===== config.mk =====
export PLATFORM = sky130hd
export DESIGN_NAME = way_select
export DESIGN_NICKNAME = d
export VERILOG_FILES = /design/src/hw/cache_pkg.sv /design/src/hw/way_select.sv
export VERILOG_INCLUDE_DIRS = /design/src /design/src/hw
export SDC_FILE = /design/constraint.sdc
export NUM_CORES = 1
export LEC_CHECK = 0
export BUFFER_PORTS_ARGS = -buffer_cell sky130_fd_sc_hd__buf_4
export CORE_AREA = 2 2 327 329
export DETAILED_ROUTE_END_ITERATION = 6
export DIE_AREA = 0 0 329 331
export PLACE_DENSITY_LB_ADDON = 0.2
export SYNTH_ARGS = -nofsm -noshare
export SYNTH_HDL_FRONTEND = slang
export SYNTH_SLANG_ARGS = --single-unit

===== constraint.sdc =====
create_clock -name vclk -period 5.7
set_clock_uncertainty 0.1 [all_clocks]
set_input_delay 1.14 -clock vclk [all_inputs]
set_output_delay 1.14 -clock vclk [all_outputs]
set_load 0.02 [all_outputs]

===== src/hw/cache_params.svh =====
// Cache geometry and field widths
// Four-way set-associative write-back cache, word addressed

`ifndef CACHE_PARAMS_SVH
`define CACHE_PARAMS_SVH

// Word address and data word
`define CACHE_ADDR_WIDTH 16
`define CACHE_WORD_WIDTH 32

// Geometry
`define CACHE_WORDS_PER_LINE 4
`define CACHE_NUM_SETS 16
`define CACHE_NUM_WAYS 4

// Address fields, offset low, index next, tag high
`define CACHE_OFFSET_WIDTH 2
`define CACHE_INDEX_WIDTH 4
`define CACHE_TAG_WIDTH 10

`define CACHE_WAY_WIDTH 2 // Way number

`endif


===== src/hw/cache_pkg.sv =====
// Cache shared types
// Address field types, way and age types, the line union and the controller states

`default_nettype none

`include "cache_params.svh"

package cache_pkg;

	typedef logic [`CACHE_TAG_WIDTH-1:0] tag_t;
	typedef logic [`CACHE_INDEX_WIDTH-1:0] index_t;
	typedef logic [`CACHE_OFFSET_WIDTH-1:0] offset_t;
	typedef logic [`CACHE_WAY_WIDTH-1:0] way_t;
	typedef logic [1:0] age_t; // Highest value is most recent

	// Flat view for memory transfers, word view for word access
	typedef union packed {
		logic [`CACHE_WORDS_PER_LINE*`CACHE_WORD_WIDTH-1:0] flat;
		logic [`CACHE_WORDS_PER_LINE-1:0][`CACHE_WORD_WIDTH-1:0] words; // Word 0 at low end
	} line_u;

	typedef enum logic [1:0] {
		IDLE,
		LOOKUP,
		WRITE_BACK,
		FILL
	} ctrl_state_t;

endpackage

`default_nettype wire


===== src/hw/way_select.sv =====
// Hit and victim selector
// Reduces the per-way lookup results to the hit way, the victim way and their data

`default_nettype none

`include "cache_params.svh"

module way_select (
	input  logic [`CACHE_NUM_WAYS-1:0] way_hit,
	input  logic [`CACHE_NUM_WAYS-1:0] way_valid,
	input  logic [`CACHE_NUM_WAYS-1:0] way_dirty,
	input  cache_pkg::age_t            way_age [`CACHE_NUM_WAYS],
	input  cache_pkg::tag_t            way_tag [`CACHE_NUM_WAYS],
	input  cache_pkg::line_u           way_line [`CACHE_NUM_WAYS],
	input  cache_pkg::way_t            touch_way,
	output logic                       hit,
	output cache_pkg::way_t            hit_way,
	output cache_pkg::line_u           hit_line,
	output cache_pkg::way_t            victim_way,
	output logic                       victim_dirty,
	output cache_pkg::tag_t            victim_tag,
	output cache_pkg::line_u           victim_line,
	output cache_pkg::age_t            touched_age
);

	logic victim_found;

	// At most one way hits in a set
	always_comb begin
		hit     = 1'b0;
		hit_way = '0;
		for (int w = 0; w < `CACHE_NUM_WAYS; w++) begin
			if (way_hit[w]) begin
				hit     = 1'b1;
				hit_way = cache_pkg::way_t'(w);
			end
		end
	end

	// Lowest invalid way first, otherwise the least recent one
	always_comb begin
		victim_found = 1'b0;
		victim_way   = '0;
		for (int w = 0; w < `CACHE_NUM_WAYS; w++) begin
			if (!way_valid[w] && !victim_found) begin
				victim_found = 1'b1;
				victim_way   = cache_pkg::way_t'(w);
			end
		end
		for (int w = 0; w < `CACHE_NUM_WAYS; w++) begin
			if (way_age[w] == '0 && !victim_found) begin
				victim_found = 1'b1;
				victim_way   = cache_pkg::way_t'(w);
			end
		end
	end

	assign hit_line     = way_line[hit_way];
	assign victim_dirty = way_valid[victim_way] && way_dirty[victim_way];
	assign victim_tag   = way_tag[victim_way];
	assign victim_line  = way_line[victim_way];
	assign touched_age  = way_age[touch_way]; // Old age, shared by all ways

endmodule

`default_nettype wire


Yosys cells after proc, flatten, opt, wreduce, memory -nomap -nowiden
Cells that the tools add are included.

storage, ports and cells
  register bits after elaboration = 0
  input port bits = 574
  output and inout port bits = 274
  logic and storage cells = 65

operators by class
  $lt $le $gt $ge = 4
  mux-type cells = 37
  bitwise gates (word level) = 3
  reduce and logical (&&, ||, !) cells = 21

operators by type and width
  cell                                                                           count
  128-bit binary-select mux with 2-bit select                                    2
  128-bit two-way mux                                                            4
  10-bit binary-select mux with 2-bit select                                     1
  10-bit two-way mux                                                             2
  2-bit two-way mux                                                              10
  1-bit two-way mux                                                              15
  3-bit greater-or-equal comparator (second input constant)                      3
  1-bit zero test                                                                9
  2-bit NOT with 3-bit output                                                    3
  1-bit logical AND                                                              8
  2-bit zero test                                                                4
  1-bit binary-select mux with 2-bit select                                      2
  2-bit binary-select mux with 2-bit select                                      1
  2-bit by 3-bit less-than comparator with 1-bit output (second input constant)  1

Logic depth before layout (Yosys ltp)
  word-level depth = 25
  mapped depth = 9

Worst setup path after synthesis
OpenSTA, ideal clock, no wires.

  kind = input to output
  start = in way_age[2] (netlist bit)
  end = out victim_tag[0]
  data arrival time = 2.722 ns
  data required time = 4.460 ns
  slack = 1.738 ns
  stages = 6
  buffers on the path = 2
  cell sequence = o32a_1 > o211ai_2 > nand2_2 > buf_2 > buf_1 > o211ai_1

on the way
  longest elaborated chain between the ends = 10
  elaborated cells on any way between the ends = 11

RTL lines
  item                                                     line              RTL
  start, declared                                          way_select.sv:12  input cache_pkg::age_t way_age [`CACHE_NUM_WAYS],
  2-bit zero test *                                        way_select.sv:51  if (way_age[w] == '0 && !victim_found) begin
  1-bit logical AND *                                      way_select.sv:51
  1-bit two-way mux                                        way_select.sv:51
  1-bit zero test                                          way_select.sv:51
  1-bit logical AND                                        way_select.sv:51
  2-bit two-way mux *                                      way_select.sv:51
  net victim_way[0]                                        way_select.sv:19  output cache_pkg::way_t victim_way,
  2-bit NOT with 3-bit output (not written as such) *      way_select.sv:60  assign victim_tag = way_tag[victim_way];
  10-bit binary-select mux with 2-bit select *             way_select.sv:60
  10-bit two-way mux (not written as such) * (2 in a row)  way_select.sv:60
  end, declared                                            way_select.sv:21  output cache_pkg::tag_t victim_tag,

The timed path passes the listed nets; every way through them passes the cells marked *. The select of a mux whose other input is x is not followed.

==> summary.txt <==
Critical path
  – Worst path required time: 4.46 ns
  – Delay-heaviest family, CP: compound AO/OA/AOI/OAI gates
  – CP Capture Type: output port
  – Kind of critical path: in2out
  – Worst EP arrival: 3.55 ns
  – Top cell by count, worst path: buf_4
  – Slowest CP cell: and3_4
  – CP bufs+invs: 3
  – Worst path cell trace: buf_4 -> o22ai_1 -> and3_4 -> buf_12 -> o21ai_0 -> a211oi_1 -> a311o_1 -> buf_4
  – CP peak stage delay: 0.52 ns
  – Max FO, Critical Path: 64
  – Startpoint types: input pin

Power
  – Register share of total power: 0%
  – Static Leak: 7.54 nW
  – Sw frac: 56.6%
  – Pwr Total: 0.00196 W
  – Comb pwr share: 100.0%
  – PD cells: 110 nW/um^2
  – Clock share of power: 0%
  – Internal: 0.000849 W
  – Sw power: 0.00111 W
  – Worst vdd ir: 0.0566 mV

Timing
  – Final setup fails: 0
  – Max Slew Vio Count: 0
  – Hold Vio Cnt, Final: 0
  – Worst slew pin tran: 0.862 ns
  – Part of the cycle the worst path needs: 84.1%
  – F_max: 209 MHz
  – Setup TNS: 0 ns
  – Worst slew margin relative to its limit: 42.5%
  – RSZ-0062 raised after global routing: no
  – Hold_ws: 2.47 ns
  – Final Critical Period: 4.79 ns

Logic synthesis
  – Synth warn: 0
  – Cell taking the most area after synthesis: a211oi_1
  – Count leader, synth: o21ai_0
  – Register area share after synthesis: 0%
  – Post-Syn Nets: 2328
  – Synth area leaders: a211oi_1 20%, o21ai_0 14%, a311o_1 13%
  – Distinct cells, synth: 35
  – Synthesized instance count: 1754
  – Avg Synthesized Cell Area: 5.51 sq um
  – Top-area cell type share of the netlist area: 19.9%
  – Synth cell count leaders: 267 x o21ai_0, 256 x a211oi_1, 173 x clkbuf_1, 141 x nand3_1, 140 x nand2_1
  – Synthesized cell area: 9660 sq um

Place
  – Routability cong.: 0.858
  – HPWL Detailed: 73800 um
  – Port buffer count: 848

Clock network
  – Post-CTS sizing: 0
  – Post-CTS Setup Bufs: 0
  – Hold-fix buffers, CTS: 0

GRT
  – Overflow after GRT: 0
  – First-pass GRT wire length: 129000 um
  – Initial antenna violation count: 25
  – GRT Overall Usage: 15.9%
  – Largest net degree at the start of global routing: 132
  – Vias in the first global route: 17000

Detailed routing
  – TritonRoute pass-1 iters: 5
  – DR WL/cell: 24.8 um
  – Total number of vias: 17600
  – DR DRC count: 0
  – DRT Wirelength: 94700 um
  – First DRT Iteration DRCs: 1171
  – Vias/cell: 4.60
  – Antenna Nets Post-Route: 0

Final layout
  – Final net count: 2999
  – Sequential cell count: 0
  – CLK BUF: 0
  – Sequential cell area: 0 sq um
  – Layout cells sized above 1: 38.6%
  – Layout area overhead: 83.7%

Die
  – Die Wd: 329 um
  – Core Region: 105000 sq um
  – Die area: 109000 sq um
  – Row count: 119
  – Die Y: 331 um
  – Num ports: 848
  – Initial Utilization: 9.20%

Flow run
  – Max cap viols: 0

Outcome
  – Status: complete, no violations

Worst hold path
  – Hold/Removal Path Class: in2out
==> through the flow <==
stage               instance area (sq um)  util, %  instances  setup slack (ns)
floorplan                            9660        -       1754              1.74
global placement                    17700     16.9       3814             0.888
detailed placement                  17700     16.9       3814             0.958
CTS                                 17700     16.9       3814             0.949
global route                        17700     16.9       3816             0.833
finish                              17700     16.9       3819             0.909
==> power groups by stage <==
stage | clock, W | combinational (W) | sequential, W
after floorplan | 0 | 0.000925 | 0
after global placement | 0 | 0.00196 | 0
after detailed placement | 0 | 0.00196 | 0
after CTS | 0 | 0.00196 | 0
after global routing | 0.0000000000470 | 0.00208 | 0
final | 0.000000000122 | 0.00196 | 0
==> routing by layer <==
layer / track usage [%] / part of all wire, % / up-vias
met5: 0 / 0.28 / -
met1: 19.1 / 40 / 8529
met3: 5.28 / 9.1 / 139
met2: 27.2 / 48 / 802
met4: 3.94 / 2.7 / 40
li1: - / - / 8045
==> worst paths after layout <==
path,endpoint,startpoint,depth (start not counted),slack [ns]
worst max-delay path,victim_line[43],way_age[0],8,0.91
worst min-delay path,hit,way_hit[0],3,2.47
==> cells by family after synthesis <==
kind of cell	synth area share (%)
and+or+nand+nor	19.2
AOI/OAI and AO/OA	64.7
buffers and inverters	15.6
muxes	0.466
==> layout by cell type, fill, tap and decap left out, types with 2 or more instances in the layout <==
| cell | instances |
|---|---|
| buf_4 | 889 |
| o21ai_0 | 267 |
| a211oi_1 | 256 |
| nand2_1 | 139 |
| nand3_1 | 139 |
| inv_1 | 130 |
| nor2_1 | 130 |
| o22ai_1 | 129 |
| a311o_1 | 128 |
| a21oi_1 | 128 |
| buf_12 | 28 |
| o211ai_1 | 12 |
| nand4_1 | 10 |
| a22o_1 | 10 |
| diode_2 | 5 |
| mux4_2 | 2 |
| and3_4 | 2 |
| nand3_4 | 2 |
| a41oi_1 | 2 |
==> worst min-delay path, cell delays in order <==
cell and delay, ns:
buf_4 0.07, or3_1 0.08, buf_4 0.13
==> cell type report <==
class,count,area (sq um)
fill,12300,87200
timing repair buffer,920,7270
multi-input combinational,1373,8230
antenna,5,12.5
tap,1391,1740
inverter,130,488
Power figures use the tool's default switching activity.
