`src/hw/cache_params.svh`:
```
// Cache geometry and field widths
// Four-way set-associative write-back cache, word addressed

`ifndef CACHE_PARAMS_SVH
`define CACHE_PARAMS_SVH

// Word address and data word
`define CACHE_ADDR_WIDTH 16
`define CACHE_WORD_WIDTH 32

// Geometry
`define CACHE_WORDS_PER_LINE 4
`define CACHE_NUM_SETS 16
`define CACHE_NUM_WAYS 4

// Address fields, offset low, index next, tag high
`define CACHE_OFFSET_WIDTH 2
`define CACHE_INDEX_WIDTH 4
`define CACHE_TAG_WIDTH 10

`define CACHE_WAY_WIDTH 2 // Way number

`endif

```
`src/hw/cache_pkg.sv`:
```
// Cache shared types
// Address field types, way and age types, the line union and the controller states

`default_nettype none

`include "cache_params.svh"

package cache_pkg;

	typedef logic [`CACHE_TAG_WIDTH-1:0] tag_t;
	typedef logic [`CACHE_INDEX_WIDTH-1:0] index_t;
	typedef logic [`CACHE_OFFSET_WIDTH-1:0] offset_t;
	typedef logic [`CACHE_WAY_WIDTH-1:0] way_t;
	typedef logic [1:0] age_t; // Highest value is most recent

	// Flat view for memory transfers, word view for word access
	typedef union packed {
		logic [`CACHE_WORDS_PER_LINE*`CACHE_WORD_WIDTH-1:0] flat;
		logic [`CACHE_WORDS_PER_LINE-1:0][`CACHE_WORD_WIDTH-1:0] words; // Word 0 at low end
	} line_u;

	typedef enum logic [1:0] {
		IDLE,
		LOOKUP,
		WRITE_BACK,
		FILL
	} ctrl_state_t;

endpackage

`default_nettype wire

```
`src/hw/cache_way.sv`:
```
// Cache way storage
// Tag, valid, dirty, LRU age and line data of one way for every set.
// Arrays are read asynchronously at the current index

`default_nettype none

`include "cache_params.svh"

module cache_way (
	input  logic                          clk,
	input  logic                          reset,
	input  cache_pkg::index_t             index,
	input  cache_pkg::tag_t               lookup_tag,
	input  logic                          way_sel,
	input  logic                          touch,
	input  cache_pkg::age_t               touched_age,
	input  logic                          fill,
	input  cache_pkg::tag_t               fill_tag,
	input  cache_pkg::line_u              fill_line,
	input  logic                          write_word,
	input  cache_pkg::offset_t            word_offset,
	input  logic [`CACHE_WORD_WIDTH-1:0]  word_data,
	input  logic                          clean,
	output logic                          hit,
	output logic                          valid,
	output logic                          dirty,
	output cache_pkg::age_t               age,
	output cache_pkg::tag_t               stored_tag,
	output cache_pkg::line_u              line
);

	cache_pkg::tag_t  tags [`CACHE_NUM_SETS];
	cache_pkg::line_u data [`CACHE_NUM_SETS];
	cache_pkg::age_t  ages [`CACHE_NUM_SETS];
	logic             valid_bits [`CACHE_NUM_SETS];
	logic             dirty_bits [`CACHE_NUM_SETS];

	// Per-set state
	always_ff @(posedge clk or posedge reset) begin
		if (reset) begin
			for (int s = 0; s < `CACHE_NUM_SETS; s++) begin
				valid_bits[s] <= 1'b0;
				dirty_bits[s] <= 1'b0;
				ages[s]       <= '0;
			end
		end else begin
			if (touch) begin
				if (way_sel)
					ages[index] <= '1; // Becomes most recent
				else if (ages[index] > touched_age)
					ages[index] <= ages[index] - 1'b1;
			end
			if (way_sel && fill) begin
				valid_bits[index] <= 1'b1;
				dirty_bits[index] <= 1'b0;
			end
			if (way_sel && write_word)
				dirty_bits[index] <= 1'b1;
			if (way_sel && clean)
				dirty_bits[index] <= 1'b0; // Line written back
		end
	end

	// Tag and line data
	always_ff @(posedge clk) begin
		if (way_sel && fill) begin
			tags[index] <= fill_tag;
			data[index] <= fill_line;
		end
		if (way_sel && write_word)
			data[index].words[word_offset] <= word_data;
	end

	assign valid      = valid_bits[index];
	assign dirty      = dirty_bits[index];
	assign age        = ages[index];
	assign stored_tag = tags[index];
	assign line       = data[index];
	assign hit        = valid_bits[index] && (tags[index] == lookup_tag);

endmodule

`default_nettype wire

```
`config.mk`:
```
export PLATFORM = sky130hd
export DESIGN_NAME = cache_way
export DESIGN_NICKNAME = d
export VERILOG_FILES = /design/src/hw/cache_pkg.sv /design/src/hw/cache_way.sv
export VERILOG_INCLUDE_DIRS = /design/src /design/src/hw
export SDC_FILE = /design/constraint.sdc
export NUM_CORES = 2
export LEC_CHECK = 0
export ABC_AREA = 1
export BUFFER_PORTS_ARGS = -buffer_cell sky130_fd_sc_hd__buf_2
export CORE_MARGIN = 5
export CORE_UTILIZATION = 50
export DETAILED_ROUTE_END_ITERATION = 6
export PLACE_DENSITY = 0.79
export SKIP_CTS_REPAIR_TIMING = 1
export SLEW_MARGIN = 20
export SYNTH_ARGS = -nofsm -noshare
export SYNTH_HDL_FRONTEND = slang
export SYNTH_SLANG_ARGS = --single-unit
```
`constraint.sdc`:
```
create_clock -name clk -period 4.1 [get_ports clk]
set_input_delay 1.23 -clock clk [delete_from_list [all_inputs] [get_ports clk]]
set_output_delay 1.23 -clock clk [all_outputs]
set_load 0.02 [all_outputs]
```
* Yosys cells after proc, flatten, opt, wreduce, memory -nomap -nowiden
Memories as Yosys holds them, arrays and structs flattened.
Cells that the tools add are included.
W data, S select, Z words.
** Word-level totals
- Bits in registers :: 64
- Memory bits (writable) :: 2208
- Input bits :: 195
- Output and inout bits :: 143
- Word-level logic and storage cells :: 353
- Memories kept :: 2
** Memory list
- data :: depth 16, bits a word 128, rd ports 1, clocked after memory_dff 0, write ports 1, line cache_way.sv:33 : cache_pkg::line_u data [`CACHE_NUM_SETS];
- tags :: depth 16, bits a word 10, rd ports 1, clocked after memory_dff 0, write ports 1, line cache_way.sv:32 : cache_pkg::tag_t tags [`CACHE_NUM_SETS];
** Cells by class
- Add/sub/neg operators :: 1
- Magnitude comparators :: 5
- Equal/unequal tests :: 1
- Multiplexer cells :: 153
- Bitwise operators :: 135
- Reductions and logical operators :: 8
** Operators with widths (count)
- $mux W1 :: 136
- $mux W128 :: 1
- $or A1 B1 Y1 :: 128
- $mux W32 :: 3
- $demux W32 S2 :: 1
- $mux W16 :: 3
- $and A16 B16 Y16 :: 2
- $bwmux W32 :: 1
- $or A16 B16 Y16 :: 2
- $or A32 B32 Y32 :: 1
- $not A16 Y16 :: 1
- $eq A10 B10 Y1 :: 1
- $bmux W1 S4 :: 2
- $bmux W2 S4 :: 1
- $demux W2 S4 :: 1
- $logic_and A1 B1 Y1 :: 6
- $mux W2 :: 3
- $ge A5 B5 Y1 const B :: 1
- $lt A5 B1 Y1 const B :: 1
- $not A4 Y5 :: 1
- $demux W1 S4 :: 1
- $lt A2 B3 Y1 const B :: 1
- $ge A2 B1 Y1 const B :: 1
- $gt A2 B2 Y1 :: 1
- other kinds (3) :: 3

* Longest topological paths before layout
- Word-level depth :: 12
- Mapped depth :: 21
- Mapped depth without buffers :: 18

* Worst setup path after synthesis
No wires, ideal clock.
- Path kind :: input-to-output
- From :: input port index[1]
- To :: output port hit
- Data arrival time :: 2.909 ns
- Required time :: 2.870 ns
- Slack :: -0.039 ns
- Stages on the path :: 16
- Buffers on the path :: 3
- Cell sequence :: buf_6 inv_2 nand2_2 inv_2 buf_6 clkbuf_1 a22oi_1 nand2_1 nand2_1 nand2_1 inv_1 nand2_1 nand2_1 nand2_1 nand3_1 nor2_1
** Between the ends
- Elaborated cells between the ends (all ways) :: 7
- Classes of those cells :: eq/ne: 1; mux: 3; bitwise: 1; reduce/logical: 1; memory: 1
** RTL lines
- start: declaration :: line cache_way.sv:12 : input cache_pkg::index_t index,
- $mem_v2 Z16 W10
- net stored_tag[7] :: line cache_way.sv:28 : output cache_pkg::tag_t stored_tag,
- $eq A10 B10 Y1 :: line cache_way.sv:79 : assign hit = valid_bits[index] && (tags[index] == lookup_tag);
- $logic_and A1 B1 Y1 :: line cache_way.sv:79
- end: declaration :: line cache_way.sv:24 : output logic hit,
The timed path passes the listed nets, and every way through them passes these cells. The select of a mux whose other input is x is not followed.

==> flow_summary.toml <==
[run_status]
status = "finished with violations"
failed_checks = "setup timing"

[cells_and_area]
drive_gt1_share_pct = 23.8
instances_no_fill = 8886
final_area_sq_mm = 0.105
syn_to_final_growth_pct = 21.7
final_util_pct = 61.2
nets = 6560

[routing]
drt-initial-drc-count = 8583
vias_per_cell = 6.39
dr.pass1.iters = 6
ant_nets = 0
wl_per_cell_um = 29.7
routed-via-count = 56800
drc_errors = 0
wirelength_mm = 264

[sta]
setup_viol = 136
hold_viol = 0
period_minus_slack_ns = 4.55
setup_slack_ns = -0.449
slew_viol_final = 0
totalNegativeSetupSlack_ns = -37.00
rsz0062_at_grt = "true"
slew_headroom_pct = 19.9
max_clock_freq_mhz = 220
finClkSkew_ns = 0.0206
worst_pin_slew_ns = 1.20
period_share_pct = 111
fin_hold_ws_ns = 0.455

[setup_path]
crit_buf_inv = 8
crit_type = "in2out"
path_cells = "buf_12, buf_6, nor2_4, buf_12, buf_16, buf_12, buf_8, clkbuf_16, a22oi_2, a21oi_1, or2_1, or3_4, buf_6"
slowest_stage = "or3_4"
cp-start-kind = "input pin"
required_ns = 2.87
cp-end-kind = "primary output"
path_common_cell = "buf_12"
max_stage_delay_ns = 0.40
arrival_ns = 3.32
cp_max_fo = 6
path_delay_family = "buffers and inverters"

[clock_network]
clkSinkCount = 2272
cts_tree = "built"
cts.path.max_buffers = 3
h-tree-depth = 4
clock_latency_ns = 0.90
clk_pin_slew_ns = 0.06
cts-root-buf = "clkbuf_16"
cts_inserted_buffers = 212

[logic_synthesis]
ys_types = 31
synth_largest_area_cell = "edfxtp_1"
synth_top_area_share_pct = 76.8
syn_inst = 5584
syn_avg_cell_area_sq_um = 15.5
ys.flop_type = "edfxtp_1"
synth_nets = 5781
synth-edff-count = 2208
yosysWarnings = 0
synthArstFlopShare_pct = 2.82
synth_area_leaders = "edfxtp_1, a22oi_1, a21oi_1"
yosysMostFrequentCell = "edfxtp_1"
syn_area_sq_mm = 0.0863
yosysSeqAreaShare_pct = 78.7
synth_common_cells = "edfxtp_1, a22oi_1, nand2_1"
ys_seq_elements = 2272

[global_route]
first_global_vias = 54900
grt_max_degree = 82
antenna_found_initial = 30
overflow = 0
grt_usage_pct = 27.7
grt_pass1_wl_mm = 367

[power]
p_leak_nw = 35.3
power_density_mw_per_mm2 = 475
ir_drop_uv = 456
power_mw = 49.9

[die]
pin_count = 338
die_width_um = 425
initial_core_util_pct = 50.3
die_h_um = 425
die_area_sq_mm = 0.181
core_area_sq_mm = 0.172
rows = 152

[placed_design]
dp_hpwl_mm = 151
dpl_cell_area_sq_mm = 0.0959
place_inst = 8418
port_buffers = 337
place.gp.congestion = 0.873
preCtsSetupSlack_ns = -0.406

[job]
maxCapViolCount = 0

[min_path]
hold_class = "reg2reg"
==> logic make-up (layout without fill, tap and decap cells) <==
| family | after synthesis | after routing | share of synthesized area (%) |
|---|---|---|---|
| flops | 2272 | 2272 | 78.7 |
| compound gates | 1793 | 1793 | 13.5 |
| simple gates | 1045 | 1045 | 5.39 |
| buf+inv | 472 | 1430 | 2.42 |
| fa+ha+maj | 2 | 2 | 0.0290 |
| other cells | 0 | 34 | 0 |
==> worst min-delay path, stage by stage (launching register included) <==
cell     delay [ns]
dfrtp_1        0.32
inv_1          0.04
o21ai_0        0.06
==> sequential cells by signal, indices dropped and copies added (netlist names), named ones only <==
name and flops:
data 2048, tags 160, ages 32, valid_bits 16
==> placed cells by master (no fill, tap or decap), drive strengths merged, types with 2 or more instances in the layout <==
master and instances:
a21oi 562, a22oi 1054, buf 904, bufinv 15
clkbuf 280, clkinv 98, clkinvlp 8, dfrtp 64
diode 34, edfxtp 2208, ha 2, inv 125
nand2 592, nand3 10, nand4 8, nor2 165
nor3 3, o21ai 166, o22ai 9, or2 138
or3 128
==> layout make-up <==
type	count	area [sq um]
flip-flops and latches	2272	67900
clock buffers	264	5500
clock inverters	129	1360
inverters	117	469
diodes	34	85.1
well taps	2310	2890
repair buffers	920	8770
multi-input cells	2840	18000
fillers	11500	66700
==> worst paths after layout <==
check                      slack [ns]  depth (start not counted)                 startpoint                   endpoint
setup / recovery                -0.45                         13                   index[1]                  line[115]
hold / removal                   0.46                          2  valid_bits[8]$_DFFE_PP0P_  valid_bits[8]$_DFFE_PP0P_
setup reg to reg                 1.19                         17       ages[19]$_DFFE_PP0P_       ages[24]$_DFFE_PP0P_
hold reg to reg                  0.46                          2  valid_bits[8]$_DFFE_PP0P_  valid_bits[8]$_DFFE_PP0P_
max in group asynchronous        2.79                          3                      reset       ages[20]$_DFFE_PP0P_
min in group asynchronous        0.56                          2                      reset  valid_bits[2]$_DFFE_PP0P_
==> where the power goes <==
| group | internal [mW] | switching [mW] | total [mW] | leakage, nW |
|---|---|---|---|---|
| clock | 10.6 | 8.77 | 19.3 | 3.30 |
| sequential | 26.1 | 0.190 | 26.3 | 20.6 |
| combinational | 1.50 | 2.80 | 4.30 | 11.4 |
| total | 38.1 | 11.8 | 49.9 | 35.3 |
==> layer usage <==
metal	vias up	share of wire, %	routed length (um)	GRT usage, %
met1	27900	34	89700	35.5
li1	23500	-	-	-
met5	-	0.035	92	0
met4	16	8.2	21500	19.8
met3	927	12	31700	6.21
met2	4451	46	121000	42.1
(Power assumes the default switching activity.)
