## config.mk

```make
export PLATFORM = sky130hd
export DESIGN_NAME = cache_ctrl
export DESIGN_NICKNAME = d
export VERILOG_FILES = /design/src/hw/cache_pkg.sv /design/src/hw/cache_ctrl.sv
export VERILOG_INCLUDE_DIRS = /design/src /design/src/hw
export SDC_FILE = /design/constraint.sdc
export NUM_CORES = 1
export LEC_CHECK = 0
export BUFFER_PORTS_ARGS = -buffer_cell sky130_fd_sc_hd__buf_2
export CORE_AREA = 2 2 319 321
export DETAILED_ROUTE_END_ITERATION = 8
export DIE_AREA = 0 0 321 323
export SYNTH_ARGS = -nofsm -noshare
export SYNTH_HDL_FRONTEND = slang
export SYNTH_SLANG_ARGS = --single-unit
```

## constraint.sdc

```tcl
create_clock -name clk -period 2.86 [get_ports clk]
set_input_delay 0.429 -clock clk [delete_from_list [all_inputs] [get_ports clk]]
set_output_delay 0.429 -clock clk [all_outputs]
set_load 0.02 [all_outputs]
```

## src/hw/cache_params.svh

```systemverilog
// Cache geometry and field widths
// Four-way set-associative write-back cache, word addressed

`ifndef CACHE_PARAMS_SVH
`define CACHE_PARAMS_SVH

// Word address and data word
`define CACHE_ADDR_WIDTH 16
`define CACHE_WORD_WIDTH 32

// Geometry
`define CACHE_WORDS_PER_LINE 4
`define CACHE_NUM_SETS 16
`define CACHE_NUM_WAYS 4

// Address fields, offset low, index next, tag high
`define CACHE_OFFSET_WIDTH 2
`define CACHE_INDEX_WIDTH 4
`define CACHE_TAG_WIDTH 10

`define CACHE_WAY_WIDTH 2 // Way number

`endif

```

## src/hw/cache_pkg.sv

```systemverilog
// Cache shared types
// Address field types, way and age types, the line union and the controller states

`default_nettype none

`include "cache_params.svh"

package cache_pkg;

	typedef logic [`CACHE_TAG_WIDTH-1:0] tag_t;
	typedef logic [`CACHE_INDEX_WIDTH-1:0] index_t;
	typedef logic [`CACHE_OFFSET_WIDTH-1:0] offset_t;
	typedef logic [`CACHE_WAY_WIDTH-1:0] way_t;
	typedef logic [1:0] age_t; // Highest value is most recent

	// Flat view for memory transfers, word view for word access
	typedef union packed {
		logic [`CACHE_WORDS_PER_LINE*`CACHE_WORD_WIDTH-1:0] flat;
		logic [`CACHE_WORDS_PER_LINE-1:0][`CACHE_WORD_WIDTH-1:0] words; // Word 0 at low end
	} line_u;

	typedef enum logic [1:0] {
		IDLE,
		LOOKUP,
		WRITE_BACK,
		FILL
	} ctrl_state_t;

endpackage

`default_nettype wire

```

## src/hw/cache_ctrl.sv

```systemverilog
// Cache controller
// Captures one request, runs lookup, write-back and fill, and drives the
// way strobes and the lower-level memory strobes

`default_nettype none

`include "cache_params.svh"

module cache_ctrl (
	input  logic                                          clk,
	input  logic                                          reset,
	// Requester
	input  logic                                          req_valid,
	input  logic                                          req_write,
	input  logic [`CACHE_ADDR_WIDTH-1:0]                  req_addr,
	input  logic [`CACHE_WORD_WIDTH-1:0]                  req_wdata,
	output logic                                          resp_valid,
	output logic [`CACHE_WORD_WIDTH-1:0]                  resp_rdata,
	output logic                                          resp_hit,
	output logic                                          busy,
	// Lower-level memory
	output logic                                          mem_read,
	output logic                                          mem_write,
	output logic [`CACHE_TAG_WIDTH+`CACHE_INDEX_WIDTH-1:0] mem_addr,
	output cache_pkg::line_u                              mem_wdata,
	input  logic                                          mem_rvalid,
	input  cache_pkg::line_u                              mem_rdata,
	// Shared way inputs
	output cache_pkg::index_t                             index,
	output cache_pkg::tag_t                               lookup_tag,
	output cache_pkg::offset_t                            word_offset,
	output logic [`CACHE_WORD_WIDTH-1:0]                  word_data,
	output logic [`CACHE_NUM_WAYS-1:0]                    way_sel,
	output logic                                          touch,
	output cache_pkg::way_t                               touch_way,
	output logic                                          fill,
	output cache_pkg::line_u                              fill_line,
	output logic                                          write_word,
	output logic                                          clean,
	// From the selector
	input  logic                                          hit,
	input  cache_pkg::way_t                               hit_way,
	input  cache_pkg::line_u                              hit_line,
	input  cache_pkg::way_t                               victim_way,
	input  logic                                          victim_dirty,
	input  cache_pkg::tag_t                               victim_tag,
	input  cache_pkg::line_u                              victim_line
);

	cache_pkg::ctrl_state_t state;
	cache_pkg::tag_t        tag_q;
	cache_pkg::index_t      index_q;
	cache_pkg::offset_t     offset_q;
	logic                   write_q;
	logic [`CACHE_WORD_WIDTH-1:0] wdata_q;
	logic                   missed;    // Request needed a fill
	logic                   read_sent; // mem_read already issued in FILL
	logic                   accept;
	cache_pkg::way_t        sel_way;

	assign accept = (state == cache_pkg::IDLE) && req_valid && !resp_valid;
	assign busy   = (state != cache_pkg::IDLE) || resp_valid;

	always_ff @(posedge clk or posedge reset) begin
		if (reset) begin
			state      <= cache_pkg::IDLE;
			missed     <= 1'b0;
			read_sent  <= 1'b0;
			resp_valid <= 1'b0;
			resp_hit   <= 1'b0;
		end else begin
			resp_valid <= 1'b0;
			case (state)
				cache_pkg::IDLE: begin
					if (accept) begin
						missed <= 1'b0;
						state  <= cache_pkg::LOOKUP;
					end
				end
				cache_pkg::LOOKUP: begin
					if (hit) begin
						resp_valid <= 1'b1;
						resp_hit   <= !missed;
						state      <= cache_pkg::IDLE;
					end else begin
						missed <= 1'b1;
						state  <= victim_dirty ? cache_pkg::WRITE_BACK : cache_pkg::FILL;
					end
				end
				cache_pkg::WRITE_BACK: state <= cache_pkg::FILL; // One write strobe
				cache_pkg::FILL: begin
					read_sent <= 1'b1;
					if (mem_rvalid) begin
						read_sent <= 1'b0;
						state     <= cache_pkg::LOOKUP; // Retry, now hits
					end
				end
				default: state <= cache_pkg::IDLE;
			endcase
		end
	end

	// Request capture and read data
	always_ff @(posedge clk) begin
		if (accept) begin
			tag_q    <= req_addr[`CACHE_ADDR_WIDTH-1 -: `CACHE_TAG_WIDTH];
			index_q  <= req_addr[`CACHE_OFFSET_WIDTH +: `CACHE_INDEX_WIDTH];
			offset_q <= req_addr[`CACHE_OFFSET_WIDTH-1:0];
			write_q  <= req_write;
			wdata_q  <= req_wdata;
		end
		if (state == cache_pkg::LOOKUP && hit)
			resp_rdata <= write_q ? wdata_q : hit_line.words[offset_q];
	end

	// Hit way in LOOKUP, victim way during write-back and fill
	assign sel_way = (state == cache_pkg::LOOKUP) ? hit_way : victim_way;
	assign way_sel = `CACHE_NUM_WAYS'(1) << sel_way;

	assign index       = index_q;
	assign lookup_tag  = tag_q;
	assign word_offset = offset_q;
	assign word_data   = wdata_q;
	assign touch       = (state == cache_pkg::LOOKUP) && hit;
	assign touch_way   = hit_way;
	assign write_word  = touch && write_q;
	assign fill        = (state == cache_pkg::FILL) && mem_rvalid;
	assign fill_line   = mem_rdata;
	assign clean       = (state == cache_pkg::WRITE_BACK);

	assign mem_write = (state == cache_pkg::WRITE_BACK);
	assign mem_read  = (state == cache_pkg::FILL) && !read_sent;
	assign mem_wdata = victim_line;
	// Victim address rebuilt from its stored tag
	assign mem_addr  = mem_write ? {victim_tag, index_q} : {tag_q, index_q};

endmodule

`default_nettype wire

```

=== Word-level counts from Yosys, hierarchy flattened ===
Cells that the tools add are included.

* Output and inout bits: 365
* Word-level logic and storage cells: 51
* Input bits: 453
* Flip-flop bits (word level): 87

* Order comparisons: 1
* Reduce and logical (&&, ||, !) cells: 16
* Mux-type cells: 16
* Equal/unequal tests: 6
* Shift operators: 1

{| class="wikitable"
|+ Operator list
! operator !! number
|-
| $bmux 32 s2 || 1
|-
| $mux 32 || 2
|-
| $mux 14 || 1
|-
| $mux 2 || 4
|-
| $pmux 2 s4 || 1
|-
| $logic_and 1x1->1 || 6
|-
| $mux 1 || 6
|-
| $ne 2x2->1 const B || 3
|-
| $eq 2x2->1 const B || 2
|-
| $reduce_and 2->1 || 2
|-
| $reduce_bool 2->1 || 2
|-
| $shl 1x2->4 const A || 1
|-
| $logic_not 1->1 || 3
|-
| $lt 2x3->1 const B || 1
|-
| $reduce_and 3->1 || 1
|-
| $eq 2x1->1 const B || 1
|-
| $logic_not 2->1 || 1
|-
| $pmux 1 s2 || 1
|-
| $logic_or 1x1->1 || 1
|}

=== Longest topological paths before layout ===
* Depth after elaboration: 5
* Gate-level depth with buffers: 5
* Gate-level depth less buffers: 5

=== Least setup slack after synthesis ===
OpenSTA, ideal clock, no wires.

* Path kind: register -> register
* From: reg state[0]
* To: reg missed
* Period minus slack after synthesis: 2346 ps
* Slack: 514 ps
* Required time: 2741 ps
* Setup time: 119 ps
* Arrival: 2227 ps
* Cell stages (with the launch flop): 6
* Buffers on the path: 0
* Cell sequence: dfrtp_1 > inv_1 > ha_1 > and3b_1 > o21ai_0 > o21a_1

* Word-level cells in the longest chain between the ends: 5
* Elaborated cells between the ends (all ways): 9
* Classes of those cells: 3 x eq/ne; 1 x mux; 5 x reduce/logical

{| class="wikitable"
|+ RTL lines
! element !! line !! source
|-
| start: declaration || cache_ctrl.sv:50 || <nowiki>cache_pkg::ctrl_state_t state;</nowiki>
|-
| start signal: assignment || cache_ctrl.sv:66 || <nowiki>state <= cache_pkg::IDLE;</nowiki>
|-
| start signal: assignment || cache_ctrl.sv:77 || <nowiki>state <= cache_pkg::LOOKUP;</nowiki>
|-
| start signal: assignment || cache_ctrl.sv:84 || <nowiki>state <= cache_pkg::IDLE;</nowiki>
|-
| $logic_not 2->1 || cache_ctrl.sv:61 || <nowiki>assign accept = (state == cache_pkg::IDLE) && req_valid && !resp_valid;</nowiki>
|-
| $logic_and 1x1->1 (2 in series) || cache_ctrl.sv:61 ||
|-
| named net accept || cache_ctrl.sv:58 || <nowiki>logic accept;</nowiki>
|-
| $ne 2x2->1 (no source line) || n/a ||
|-
| $reduce_and 3->1 (no source line) || n/a ||
|-
| end signal: assignment || cache_ctrl.sv:67 || <nowiki>missed <= 1'b0;</nowiki>
|-
| end signal: assignment || cache_ctrl.sv:76 || <nowiki>missed <= 1'b0;</nowiki>
|-
| end signal: assignment || cache_ctrl.sv:86 || <nowiki>missed <= 1'b1;</nowiki>
|-
| end: declaration || cache_ctrl.sv:56 || <nowiki>logic missed;</nowiki>
|}

The timed path passes the listed nets, and every way through them passes these cells.
A chain may end at the register's enable or synchronous reset.

=== Final worst setup path ===
* From: reg state[0]
* To: out mem_addr[4]

* Word-level cells in the longest chain between the ends: 2

{| class="wikitable"
|+ RTL lines
! element !! line !! source
|-
| $eq 2x2->1 || cache_ctrl.sv:131 || <nowiki>assign mem_write = (state == cache_pkg::WRITE_BACK);</nowiki>
|-
| $mux 14 || cache_ctrl.sv:135 || <nowiki>assign mem_addr = mem_write ? {victim_tag, index_q} : {tag_q, index_q};</nowiki>
|-
| end: declaration || cache_ctrl.sv:24 || <nowiki>output logic [`CACHE_TAG_WIDTH+`CACHE_INDEX_WIDTH-1:0] mem_addr,</nowiki>
|}

No other way between the ends.

==> metrics list <==
- Worst flop-to-flop path startpoint: state[1]
- The detail route stage leaves a number of antenna-violating nets equal to 0.
- Worst setup EP type: output port
- The internal portion of the total power is roughly 3100 uW.
- No sink is reached through more buffers than the 2 on the longest clock path.
* Drc violations: 0
- For this design, the sink count on the clock tree is between 80 and 90.
* R2R depth: 4
- Sequential share of power: a little over a third
* Slew Viols, Final: 0
- Power spread over the standard cell area amounts to ~660 nW/um^2.
* Detailed router's first-iteration violation count: ~110
- Number of levels in the clock H-tree: 3
* Number of buffers inserted during clock tree synthesis: 9
- HPWL after detailed placement: 27430 um
* Worst hold start: req_wdata[17]
- The library cells used most frequently in the layout, excluding fill and tap cells, are sky130_fd_sc_hd__buf_2 (305), sky130_fd_sc_hd__edfxtp_1 (81), sky130_fd_sc_hd__inv_1 (40).
- After routing the design area is 8066 um^2.
- After clock tree synthesis, the setup repair step added 0 buffers.
- The worst register-to-register path ends at resp_rdata[21].
- Share of layout cells above drive strength 1: 64.24%
- At the worst endpoint, the arrival time is 2070 ps.
- Height of the die: about 320 um
- Gates resized during post-CTS repair numbered 0.
* Leakage: 0.003012 uW
- Maximum achievable frequency: ~400 MHz
* Register-to-Register Setup Slack: 820 ps
- The number of nets handed over by synthesis was between 1000 and 1500.
- Of the total power, the share spent switching nets is 40.93%.
* Status: completed
- Nets: about 1100
- Clk pin slew, worst setup/hold paths: 100 ps
- Class of the most critical hold timing path: primary input to flip-flop
* Post-route insts no fill: between 1500 and 2000
* Max Clock Skew: ~27 ps
- The share of total power dissipated in the clock network is between 20% and 30%.
* Port Buffer Count: between 300 and 400
- Average size of a mapped cell: about 11 um^2
* Sequential fraction of the synthesis area: between 30% and 40%
* Highest fanout seen on the critical path: 14
* Hold Violations, Final: 0
- Number of vias after detailed routing: about 4500
- The core region is a little over 100000 um^2.
- Clk Tree Root Cell: sky130_fd_sc_hd__clkbuf_16
* Total track usage: 6.278%
- Total negative setup slack: 0 ps
- Die outline area: roughly 100000 um^2
* Hold-fix buffers at CTS: 1
* Per-cell routed wire length: ~17 um
- Vias in the first global route: around 4700
- Clock insertion delay at the later pin of the skew report: between 400 and 500 ps
- Count of different cell masters after synthesis: 37
- Across the run, the number of max-cap violations was 0.
* Wirelength, routed: ~34000 um
* X dimension of the die: ~320 um
- Total of flip-flops plus latches after synthesis: 87
- Grt ovf: 0
* Unrepaired setup endpoints after global routing: false
- In this run the power spent charging and discharging nets is about 2200 uW.
* Syn Inst Count: ~600
* Maximum vdd ir drop: roughly 270 uV
* Data required time at the worst endpoint: 2430 ps
- After detailed routing, the number of vias per cell comes to around 2.3.
- Worst hold path stage count: 1
- Number of warnings printed during yosys synthesis: 0
* Area after DPL: 7740 um^2
* Maximum number of pins on one net before global-route repair: 59
- The cell area that synthesis handed to floorplanning was roughly 6600 um^2.
- Area added between synthesis and finish: 21.80%
* Slew Limit Headroom: a little over two fifths
- Sort of element at the start of the critical path: flip-flop
* Ratio of final minimum period to clock period: around 90%
* Hold Path Sink: word_data[17]
- The first global-routing pass estimated just over 40000 um of wire.
- Cells fill under 10% of the core in the end.
* Antenna violations before repair: 21
* Detailed-router iteration count before antenna repair: 4
- Placed cell count: between 1500 and 2000
- Row count: ~120
- Combinational logic is responsible for between 30 and 40% of the overall power.
* PnR Total Power: between 5000 and 6000 uW
- TritonCTS clock tree: built
* Crit path time final: roughly 2500 ps
- I/O pin count: between 800 and 900
- The critical path in this run is classified as flip-flop to output port.
* Placer congestion estimate: around 0.8
- Setup violations remaining at the end of the flow were counted as 0.
- The library cell used most frequently in the layout, excluding fill and tap cells, is sky130_fd_sc_hd__buf_2.
* Starting density of the core: 6.575%
- For the pin with the worst max-slew slack, the measured transition is 863.8 ps.
[stage by stage]
stage	hold WS (ps)	setup WS, ps
detailed placement	434.8	758.3
global route	113.6	213.8
finish	175.0	360.0
CTS	101.2	294.8
floorplan	220.0	514.0
global placement	440.8	757.8
[final cells by class]
class,instances,area (um^2)
Fill cell,11778,92650
Sequential cell,87,2582
Multi-Input combinational cell,172,1752
Tap cell,1309,1638
Timing Repair Buffer,316,1624
Clock buffer,9,225.2
Inverter,41,153.9
Clock inverter,7,88.84
Antenna cell,1,2.502
[registers in the layout, summed over array words and instances (netlist names)]
register,flops
index,4
lookup_tag,10
missed,1
read_sent,1
resp_hit,1
resp_rdata,32
resp_valid,1
state,2
word_data,32
word_offset,2
write_q,1
[layer usage]
layer  part of all wire [%]  global-route usage (%)  up-vias  wire length, um
met4                    5.7                   3.769       18             1920
met3                     19                   5.647      161             6241
met5                    1.5                   2.824        -              488
li1                       -                       -     1833                -
met2                     37                   7.867      521            12320
met1                     37                   6.604     1973            12540
[cell families (layout without fill, tap and decap cells)]
family / count (synthesis) / count (layout) / synth area share (%)
buffers and inverters: 326 / 373 / 34.72
DFF: 87 / 87 / 38.99
AOI/OAI and AO/OA: 76 / 76 / 14.19
and+or+nand+nor: 48 / 48 / 4.477
muxes: 44 / 44 / 6.858
adders and majority gates: 4 / 4 / 0.7557
other: 0 / 1 / 0
[worst max-delay path by stage]
| stage | from | end | slack [ps] | cells past startpoint |
|---|---|---|---|---|
| floorplan | state[0] | missed | 510 | 5 |
| global placement | state[1] | resp_rdata[21] | 760 | 4 |
| detailed placement | state[1] | resp_rdata[21] | 760 | 4 |
| CTS | state[0] | mem_addr[10] | 290 | 4 |
| global route | state[0] | mem_addr[10] | 210 | 4 |
| finish | state[0] | mem_addr[4] | 360 | 4 |
[synthesized netlist by cell type, drive strengths merged]
library cell  instances  area, um^2
o21a                  1       7.510
and3                  1       6.260
and3b                 1       8.760
buf                 283        2138
o32ai                 1       8.760
mux2                 11       123.9
o311ai                1       8.760
a22o                  1       8.760
a211oi               32       390.4
a21o                  1       7.510
mux2i                33       330.3
and2                  2       12.51
a32o                  1       10.01
nand2b                3       26.27
o21ai                 3       15.01
dfrtp                 6       150.1
inv                  41       153.9
edfxtp               81        2432
nor2b                34       212.7
clkbuf                2       7.510
a221oi               32       468.0
nand3                 1       5.000
a21oi                 3       15.01
nand2                 1       3.750
ha                    4       50.05
nor2                  5       21.27
[critical path, cell delays in order, from the launching register on]
cell                      delay (ps)
sky130_fd_sc_hd__dfrtp_1         420
sky130_fd_sc_hd__inv_1            90
sky130_fd_sc_hd__ha_1            580
sky130_fd_sc_hd__mux2_2          410
sky130_fd_sc_hd__buf_2           160
[power groups by stage]
stage | registers, uW | logic (uW) | clock network [uW]
6_report | 1890 | 2020 | 1400
5_1_grt | 1930 | 2210 | 1570
4_1_cts | 1900 | 2100 | 1550
3_5_place_dp | 1930 | 2090 | 0
3_3_place_gp | 1930 | 2080 | 0
2_1_floorplan | 2170 | 1480 | 0
No activity file was read; power rests on OpenSTA's default activity.
